[src/design/hazardPkg.sv]
package hazardPkg;

	//////////////////////////////////////////////////////////////////////
	// MIPS field codes
	//////////////////////////////////////////////////////////////////////

	// Primary opcodes
	localparam logic [5:0] opSpecial = 6'b000000;
	localparam logic [5:0] opJ       = 6'b000010;
	localparam logic [5:0] opJal     = 6'b000011;
	localparam logic [5:0] opBeq     = 6'b000100;
	localparam logic [5:0] opOri     = 6'b001101;
	localparam logic [5:0] opLui     = 6'b001111;
	localparam logic [5:0] opLw      = 6'b100011;
	localparam logic [5:0] opSw      = 6'b101011;

	// Function codes under opSpecial
	localparam logic [5:0] fnSll  = 6'b000000;
	localparam logic [5:0] fnJr   = 6'b001000;
	localparam logic [5:0] fnMfhi = 6'b010000;
	localparam logic [5:0] fnMflo = 6'b010010;
	localparam logic [5:0] fnMult = 6'b011000;
	localparam logic [5:0] fnAddu = 6'b100001;
	localparam logic [5:0] fnSubu = 6'b100011;

	//////////////////////////////////////////////////////////////////////
	// Register and timing types
	//////////////////////////////////////////////////////////////////////

	// Register number, zero means no register
	typedef logic [4:0] regAddr;

	// Link register written by jal
	localparam regAddr regRa = 5'd31;

	// Tuse or Tnew in cycles
	typedef logic [1:0] timeCode;

	//////////////////////////////////////////////////////////////////////
	// Instruction views
	//////////////////////////////////////////////////////////////////////

	// R-type layout
	typedef struct packed {
		logic [5:0] opcode;
		regAddr     rs;
		regAddr     rt;
		regAddr     rd;
		logic [4:0] shamt;
		logic [5:0] funct;
	} rFields;

	// I-type layout
	typedef struct packed {
		logic [5:0]  opcode;
		regAddr      rs;
		regAddr      rt;
		logic [15:0] imm;
	} iFields;

	// One word, two decodings
	typedef union packed {
		rFields r;
		iFields i;
	} instrWord;

	// Forwarding source, named by the stage the producer sits in
	typedef enum logic [1:0] {
		fwdNone      = 2'd0,
		fwdExecute   = 2'd1,
		fwdMemory    = 2'd2,
		fwdWriteback = 2'd3
	} fwdSel;

endpackage

[src/design/accessTimeDecoder.sv]
module accessTimeDecoder
(
	input  hazardPkg::instrWord instr,
	output hazardPkg::regAddr   readAddr1,
	output hazardPkg::timeCode  readTime1,
	output hazardPkg::regAddr   readAddr2,
	output hazardPkg::timeCode  readTime2,
	output hazardPkg::regAddr   writeAddr,
	output hazardPkg::timeCode  writeTime,
	output logic                mduReq
);
	import hazardPkg::*;

	// Raw destination before the register zero filter
	regAddr  destAddr;
	timeCode destTime;

	//////////////////////////////////////////////////////////////////////
	// Read slots, write slot and MDU request per opcode
	//////////////////////////////////////////////////////////////////////

	always_comb
	begin
		// Unsupported words decode to no hazard
		readAddr1 = '0;
		readTime1 = '0;
		readAddr2 = '0;
		readTime2 = '0;
		destAddr  = '0;
		destTime  = '0;
		mduReq    = 1'b0;

		case (instr.r.opcode)
			opSpecial:
			begin
				// R-type with destination in rd
				case (instr.r.funct)
					fnAddu, fnSubu:
					begin
						readAddr1 = instr.r.rs;
						readTime1 = 2'd1;
						readAddr2 = instr.r.rt;
						readTime2 = 2'd1;
						destAddr  = instr.r.rd;
						destTime  = 2'd2;
					end
					fnSll:
					begin
						// Shift source only in rt
						readAddr2 = instr.r.rt;
						readTime2 = 2'd1;
						destAddr  = instr.r.rd;
						destTime  = 2'd2;
					end
					fnMult:
					begin
						// Result goes to hi/lo instead of the register file
						readAddr1 = instr.r.rs;
						readTime1 = 2'd1;
						readAddr2 = instr.r.rt;
						readTime2 = 2'd1;
						mduReq    = 1'b1;
					end
					fnMflo, fnMfhi:
					begin
						destAddr = instr.r.rd;
						destTime = 2'd2;
						mduReq   = 1'b1;
					end
					fnJr:
					begin
						// Target needed in decode
						readAddr1 = instr.r.rs;
						readTime1 = 2'd0;
					end
					default:
					begin
					end
				endcase
			end
			opOri:
			begin
				// I-type with destination in rt
				readAddr1 = instr.i.rs;
				readTime1 = 2'd1;
				destAddr  = instr.i.rt;
				destTime  = 2'd2;
			end
			opLui:
			begin
				destAddr = instr.i.rt;
				destTime = 2'd1;
			end
			opLw:
			begin
				// Base in execute and data after memory
				readAddr1 = instr.i.rs;
				readTime1 = 2'd1;
				destAddr  = instr.i.rt;
				destTime  = 2'd3;
			end
			opSw:
			begin
				// Store data not needed until memory
				readAddr1 = instr.i.rs;
				readTime1 = 2'd1;
				readAddr2 = instr.i.rt;
				readTime2 = 2'd2;
			end
			opBeq:
			begin
				// Compare in decode
				readAddr1 = instr.i.rs;
				readTime1 = 2'd0;
				readAddr2 = instr.i.rt;
				readTime2 = 2'd0;
			end
			opJal:
			begin
				destAddr = regRa;
				destTime = 2'd1;
			end
			default:
			begin
				// opJ and the rest touch no register
			end
		endcase
	end

	// A write to register zero carries no timing
	assign writeAddr = destAddr;
	assign writeTime = (destAddr == '0) ? '0 : destTime;

endmodule

[src/design/forwardSelect.sv]
module forwardSelect
(
	input  hazardPkg::regAddr  readAddr1,
	input  hazardPkg::regAddr  readAddr2,
	input  hazardPkg::regAddr  execRead1,
	input  hazardPkg::regAddr  execRead2,
	input  hazardPkg::regAddr  execWrite,
	input  hazardPkg::timeCode execTime,
	input  hazardPkg::regAddr  memWrite,
	input  hazardPkg::timeCode memTime,
	input  hazardPkg::regAddr  wbWrite,
	output hazardPkg::fwdSel   fwdDecodeRs,
	output hazardPkg::fwdSel   fwdDecodeRt,
	output hazardPkg::fwdSel   fwdExecuteRs,
	output hazardPkg::fwdSel   fwdExecuteRt
);
	import hazardPkg::*;

	// Result already computed in that stage
	logic execReady;
	logic memReady;

	assign execReady = (execTime < 2'd2);
	assign memReady  = (memTime < 2'd2);

	//////////////////////////////////////////////////////////////////////
	// Nearest matching producer
	//////////////////////////////////////////////////////////////////////

	// Execute is skipped for operands already in execute
	function automatic fwdSel nearestSource(
		regAddr addr,
		logic   withExec,
		regAddr eWrite,
		logic   eReady,
		regAddr mWrite,
		logic   mReady,
		regAddr wWrite
	);
		fwdSel pick;
		pick = fwdNone;
		// Register zero is never forwarded
		if (addr != '0)
		begin
			if (withExec && addr == eWrite)
				pick = eReady ? fwdExecute : fwdNone;
			else if (addr == mWrite)
				pick = mReady ? fwdMemory : fwdNone;
			else if (addr == wWrite)
				pick = fwdWriteback;
		end
		return pick;
	endfunction

	// Decode operands
	assign fwdDecodeRs = nearestSource(readAddr1, 1'b1, execWrite, execReady,
		memWrite, memReady, wbWrite);
	assign fwdDecodeRt = nearestSource(readAddr2, 1'b1, execWrite, execReady,
		memWrite, memReady, wbWrite);

	// Execute operands
	assign fwdExecuteRs = nearestSource(execRead1, 1'b0, execWrite, execReady,
		memWrite, memReady, wbWrite);
	assign fwdExecuteRt = nearestSource(execRead2, 1'b0, execWrite, execReady,
		memWrite, memReady, wbWrite);

endmodule

[src/design/hazardUnit.sv]
module hazardUnit
(
	input  logic                clk,
	input  logic                reset,
	input  hazardPkg::instrWord instr,
	input  logic                mduBusy,
	output logic                stall,
	output hazardPkg::fwdSel    fwdDecodeRs,
	output hazardPkg::fwdSel    fwdDecodeRt,
	output hazardPkg::fwdSel    fwdExecuteRs,
	output hazardPkg::fwdSel    fwdExecuteRt
);
	import hazardPkg::*;

	// Decode-stage access timing
	regAddr  readAddr1;
	regAddr  readAddr2;
	regAddr  writeAddr;
	timeCode readTime1;
	timeCode readTime2;
	timeCode writeTime;
	logic    mduReq;

	// Tracked later stages
	regAddr  execRead1;
	regAddr  execRead2;
	regAddr  execWrite;
	regAddr  memWrite;
	regAddr  wbWrite;
	timeCode execTime;
	timeCode memTime;
	logic    execMdu;

	accessTimeDecoder accessTimeDecoder_inst (
		.instr(instr), .readAddr1(readAddr1), .readTime1(readTime1),
		.readAddr2(readAddr2), .readTime2(readTime2), .writeAddr(writeAddr),
		.writeTime(writeTime), .mduReq(mduReq));

	stageTracker stageTracker_inst (
		.clk(clk), .reset(reset), .stall(stall), .readAddr1(readAddr1),
		.readAddr2(readAddr2), .writeAddr(writeAddr), .writeTime(writeTime),
		.mduReq(mduReq), .execRead1(execRead1), .execRead2(execRead2),
		.execWrite(execWrite), .execTime(execTime), .execMdu(execMdu),
		.memWrite(memWrite), .memTime(memTime), .wbWrite(wbWrite));

	stallControl stallControl_inst (
		.readAddr1(readAddr1), .readTime1(readTime1), .readAddr2(readAddr2),
		.readTime2(readTime2), .mduReq(mduReq), .execMdu(execMdu),
		.mduBusy(mduBusy), .execWrite(execWrite), .execTime(execTime),
		.memWrite(memWrite), .memTime(memTime), .stall(stall));

	forwardSelect forwardSelect_inst (
		.readAddr1(readAddr1), .readAddr2(readAddr2), .execRead1(execRead1),
		.execRead2(execRead2), .execWrite(execWrite), .execTime(execTime),
		.memWrite(memWrite), .memTime(memTime), .wbWrite(wbWrite),
		.fwdDecodeRs(fwdDecodeRs), .fwdDecodeRt(fwdDecodeRt),
		.fwdExecuteRs(fwdExecuteRs), .fwdExecuteRt(fwdExecuteRt));

endmodule

[src/design/stageTracker.sv]
module stageTracker
(
	input  logic               clk,
	input  logic               reset,
	input  logic               stall,
	input  hazardPkg::regAddr  readAddr1,
	input  hazardPkg::regAddr  readAddr2,
	input  hazardPkg::regAddr  writeAddr,
	input  hazardPkg::timeCode writeTime,
	input  logic               mduReq,
	output hazardPkg::regAddr  execRead1,
	output hazardPkg::regAddr  execRead2,
	output hazardPkg::regAddr  execWrite,
	output hazardPkg::timeCode execTime,
	output logic               execMdu,
	output hazardPkg::regAddr  memWrite,
	output hazardPkg::timeCode memTime,
	output hazardPkg::regAddr  wbWrite
);
	import hazardPkg::*;

	// One cycle less to wait with a floor at zero
	function automatic timeCode ageTime(timeCode t);
		return (t == '0) ? '0 : t - 2'd1;
	endfunction

	//////////////////////////////////////////////////////////////////////
	// Execute, memory and writeback stage registers
	//////////////////////////////////////////////////////////////////////

	always_ff @(posedge clk)
	begin
		if (reset)
		begin
			execRead1 <= '0;
			execRead2 <= '0;
			execWrite <= '0;
			execTime  <= '0;
			execMdu   <= 1'b0;
			memWrite  <= '0;
			memTime   <= '0;
			wbWrite   <= '0;
		end
		else
		begin
			// Decode held outside while execute gets a bubble
			if (stall)
			begin
				execRead1 <= '0;
				execRead2 <= '0;
				execWrite <= '0;
				execTime  <= '0;
				execMdu   <= 1'b0;
			end
			else
			begin
				execRead1 <= readAddr1;
				execRead2 <= readAddr2;
				execWrite <= writeAddr;
				execTime  <= writeTime;
				execMdu   <= mduReq;
			end

			// Later stages always drain
			memWrite <= execWrite;
			memTime  <= ageTime(execTime);

			// Writeback result exists by definition
			wbWrite <= memWrite;
		end
	end

	//////////////////////////////////////////////////////////////////////
	// Checks
	//////////////////////////////////////////////////////////////////////

	// Empty slots stay timeless across both tracked stages
	assert property (@(posedge clk) disable iff (reset)
		(execWrite != '0 || execTime == '0) && (memWrite != '0 || memTime == '0))
	else $error("stage holds time without a write address");

endmodule

[src/design/stallControl.sv]
module stallControl
(
	input  hazardPkg::regAddr  readAddr1,
	input  hazardPkg::timeCode readTime1,
	input  hazardPkg::regAddr  readAddr2,
	input  hazardPkg::timeCode readTime2,
	input  logic               mduReq,
	input  logic               execMdu,
	input  logic               mduBusy,
	input  hazardPkg::regAddr  execWrite,
	input  hazardPkg::timeCode execTime,
	input  hazardPkg::regAddr  memWrite,
	input  hazardPkg::timeCode memTime,
	output logic               stall
);
	import hazardPkg::*;

	// Cycles still missing before each tracked result exists
	timeCode execLeft;
	timeCode memLeft;

	// Per-cause stall terms
	logic hazard1;
	logic hazard2;
	logic mduHazard;

	//////////////////////////////////////////////////////////////////////
	// Tnew against Tuse
	//////////////////////////////////////////////////////////////////////

	// One cycle of the count is spent inside each stage
	assign execLeft = (execTime == '0) ? '0 : execTime - 2'd1;
	assign memLeft  = (memTime == '0) ? '0 : memTime - 2'd1;

	// First operand
	assign hazard1 = (readAddr1 != '0) &&
		(((readAddr1 == execWrite) && (execLeft > readTime1)) ||
		((readAddr1 == memWrite) && (memLeft > readTime1)));

	// Second operand
	assign hazard2 = (readAddr2 != '0) &&
		(((readAddr2 == execWrite) && (execLeft > readTime2)) ||
		((readAddr2 == memWrite) && (memLeft > readTime2)));

	// Multiplier busy or just being started by the instruction ahead
	assign mduHazard = mduReq && (mduBusy || execMdu);

	assign stall = hazard1 || hazard2 || mduHazard;

endmodule

[config.mk]
export PLATFORM = sky130hd
export DESIGN_NAME = hazardUnit
export DESIGN_NICKNAME = d
export VERILOG_FILES = /design/src/design/hazardPkg.sv /design/src/design/accessTimeDecoder.sv /design/src/design/forwardSelect.sv /design/src/design/hazardUnit.sv /design/src/design/stageTracker.sv /design/src/design/stallControl.sv
export SDC_FILE = /design/constraint.sdc
export NUM_CORES = 1
export LEC_CHECK = 0
export BUFFER_PORTS_ARGS = -buffer_cell sky130_fd_sc_hd__buf_4
export CAP_MARGIN = 20
export CORE_MARGIN = 3
export CORE_UTILIZATION = 56
export CTS_CLUSTER_SIZE = 25
export DETAILED_ROUTE_END_ITERATION = 8
export HOLD_SLACK_MARGIN = 0.15
export PLACE_DENSITY_LB_ADDON = 0.15
export SLEW_MARGIN = 0
export SYNTH_ARGS = -nofsm -noshare
export SYNTH_HDL_FRONTEND = slang
export SYNTH_SLANG_ARGS = --single-unit
[constraint.sdc]
create_clock -name clk -period 5.9 [get_ports clk]
set_clock_uncertainty 0.15 [all_clocks]
set_input_delay 1.77 -clock clk [delete_from_list [all_inputs] [get_ports clk]]
set_output_delay 1.77 -clock clk [all_outputs]
set_load 0.02 [all_outputs]
==> out/metrics.yaml <==
yosys_warnings: 0
grt_pass1_wl_um: 10960
cpPeakStageDelay_ns: 0.36
clk_pin_slew_ns: 0.06
placed_area_mm2: 0.002815
max-clock-path-buffers: 2
die_y_um: 73.38
ff2ff_path_depth: 7
outcome: "finished clean"
worst_r2r_endpoint: "stageTracker_inst.execWrite[1]"
ys_seq_elements: 30
avgRoutedWirePerCell_um: 17.11
critPathLaunchType: "primary input"
crit_start: "instr[28]"
grt_overflow: 0
io_buffers: 38
drt-initial-drc-count: 152
rsz0062_at_grt: "true"
layout_min_cycle_time_ns: 5.784
place_ws_ns: -0.01003
multi_input_comb_area_mm2: 0.001886
slew_headroom_pct: 52.76
ir_drop_mv: 0.1430
h-tree-depth: 2
cts-hold-fix-buffers: 0
cp_common_cell: "buf_4"
dp_hpwl_um: 4930
grt_start_max_net_pins: 31
rrSetupSlack_ns: 3.59
synthToLayoutAreaGrowth_pct: 19.00
hold_path_class: "flip-flop to flip-flop"
final_util_pct: 72.01
vias: 2428
place.gp.congestion: 0.8704
end_kind: "output port"
final_nets: 380
path_max_fanout: 6
synth_compound_area_share_pct: 19.98
synth_simple_gate_area_share_pct: 31.30
core_mm2: 0.004202
cts_root_buf: "clkbuf_8"
antenna_found_initial: 0
drv_cap: 0
synth_top_family_by_area: "simple AND/OR/NAND/NOR gates"
grt_pass1_vias: 2316
r2r-start: "stageTracker_inst.memTime[1]"
ys_seq_area_share_pct: 23.62
fin_crit_sh_pct: 98.03
yosys_most_used_dff: "dfxtp_1"
crit_required_ns: 3.98
drive_gt1_share_pct: 29.50
fin_ws_ns: 0.1164
grtUsageTotal_pct: 26.28
die_area_mm2: 0.005385
holdWs_ns: 0.3863
row_count: 23
synth_area_mm2: 0.002542
worst-path-stages: 10
synthMuxAreaShare_pct: 0.8858
ff_latch_area_um2: 600.6
final-setup-viol-count: 0
cts_tree: "built"
critPathArrivalTime_ns: 3.86
final_cell_mix: "buf_4, dfxtp_1, nor2_1, xnor2_1"
synthAdderAreaFrac_pct: 2.953
final_common_cell: "buf_4"
synth-edff-count: 0
antenna_cells: 0
crit_type: "primary input to output port"
start_util_pct: 60.51
die_w_um: 73.38
vias_per_cell: 6.242
p_per_area_mw_per_mm2: 149.8
cts_buffers: 5
drc_errors: 0
clock.fmax_ghz: 0.1729
routed_wl_um: 6656
syn-num-nets: 349
synth-async-reset-ratio_pct: 0
fill_cells: 348
cts_sinks: 30
worst_pin_slew_ns: 0.7032
crit_chain: "buf_4, and4b_1, a22oi_4, o32ai_2, xnor2_2, nand3_4, nor3_4, mux2_2, nor2_1, buf_4"
cp_slowest_cell: "o32ai_2"
totalPowerFinal_w: 0.0004532
synthCells: 308
path_delay_family: "simple AND/OR/NAND/NOR gates"
slew_viol_final: 0
ys_types: 60
clkLatencyLatePin_ns: 0.28
path_buf_inv: 2
design_area_mm2: 0.003025
io_pins: 44
power_leakage_nw: 1.225
synth-xor-area-share_pct: 14.47
postRouteAntennaNets: 0
finalHoldViolCount: 0
endpoint: "fwdDecodeRt[0]"
syn-mean-instance-area_um2: 8.255
drt_pass1_iterations: 5
==> flip-flops by register name (all words and copies together), names as in the netlist <==
signal                       count
stageTracker_inst.execRead1      5
stageTracker_inst.execRead2      5
stageTracker_inst.execWrite      5
stageTracker_inst.memWrite       5
stageTracker_inst.wbWrite        5
stageTracker_inst.execTime       2
stageTracker_inst.memTime        2
stageTracker_inst.execMdu        1
==> through the flow <==
| stage | TNS, ns | std cells |
|---|---|---|
| 3_3_place_gp | -0.007531 | 380 |
| 4_1_cts | 0 | 388 |
| 3_5_place_dp | -0.01989 | 380 |
| 5_1_grt | -0.04345 | 389 |
| 2_1_floorplan | 0 | 308 |
| 6_report | 0 | 389 |
==> report_power, final <==
group / total, W / internal (W) / switching, W / leakage (nW)
clock: 0.000156 / 0.0000789 / 0.0000774 / 0.0438
combinational: 0.0000898 / 0.0000403 / 0.0000495 / 0.939
sequential: 0.000207 / 0.000204 / 0.00000278 / 0.242
==> Yosys cell counts (3+ instances only) <==
cell type	number	area share [%]
a21o_1	3	0.89
a221oi_1	5	1.7
nor3_1	14	2.8
nor4b_1	6	2.1
o21ai_0	10	2.0
a21oi_1	8	1.6
buf_6	3	1.3
or4_1	3	0.89
nor2_1	30	4.4
dfxtp_1	30	24
nor2b_1	13	3.2
clkbuf_1	17	2.5
o21ai_1	4	0.79
nor4_1	8	2.0
a31oi_1	7	1.7
xor2_1	14	4.8
nand3_1	13	2.6
inv_1	10	1.5
o22ai_1	5	1.2
nor4_2	10	4.9
xnor2_1	28	9.6
nand2_1	14	2.1
and2_1	3	0.74
ha_1	6	3.0
==> worst min path at each step <==
stage / start / depth (start not counted) / end
6_report: stageTracker_inst.execWrite[3] / 1 / stageTracker_inst.memWrite[3]
5_1_grt: stageTracker_inst.execWrite[4] / 1 / stageTracker_inst.memWrite[4]
4_1_cts: stageTracker_inst.execWrite[4] / 1 / stageTracker_inst.memWrite[4]
3_5_place_dp: stageTracker_inst.execWrite[4] / 1 / stageTracker_inst.memWrite[4]
3_3_place_gp: stageTracker_inst.execWrite[4] / 1 / stageTracker_inst.memWrite[4]
2_1_floorplan: stageTracker_inst.execWrite[3] / 1 / stageTracker_inst.memWrite[3]
==> kinds of logic after synthesis <==
family,Yosys count
buffers and inverters,34
xor gates and xnor gates,42
and+or+nand+nor,129
AOI/OAI and AO/OA,65
adders and majority gates,6
DFF,30
muxes,2
==> what timing repair did <==
action | CTS | global route
pin swaps | 1 | 3
setup buffers | 1 | 1
resized for setup | 1 | 21
setup endpoints to repair | 3 | 4
gates cloned | 0 | 0
==> final cells by class <==
| type | instances | share of cell area, % |
|---|---|---|
| clock buffer | 5 | 2.275 |
| clock inverter | 2 | 0.3309 |
| inverter | 10 | 1.241 |
| multi-input combinational | 244 | 62.32 |
| sequential | 30 | 19.85 |
| tap | 50 | 2.068 |
| timing repair buffer | 48 | 11.91 |
==> metal layers <==
layer / part of all wire [%] / GRT usage, % / vias up / wire length [µm]
li1: - / - / 1183 / -
met1: 44 / 35.71 / 1151 / 2941
met2: 48 / 41.71 / 85 / 3187
met3: 6.7 / 5.609 / 9 / 447
met4: 1.2 / 8.048 / 0 / 80
met5: 0 / 0 / - / 0
Power figures use the tool's default switching activity.
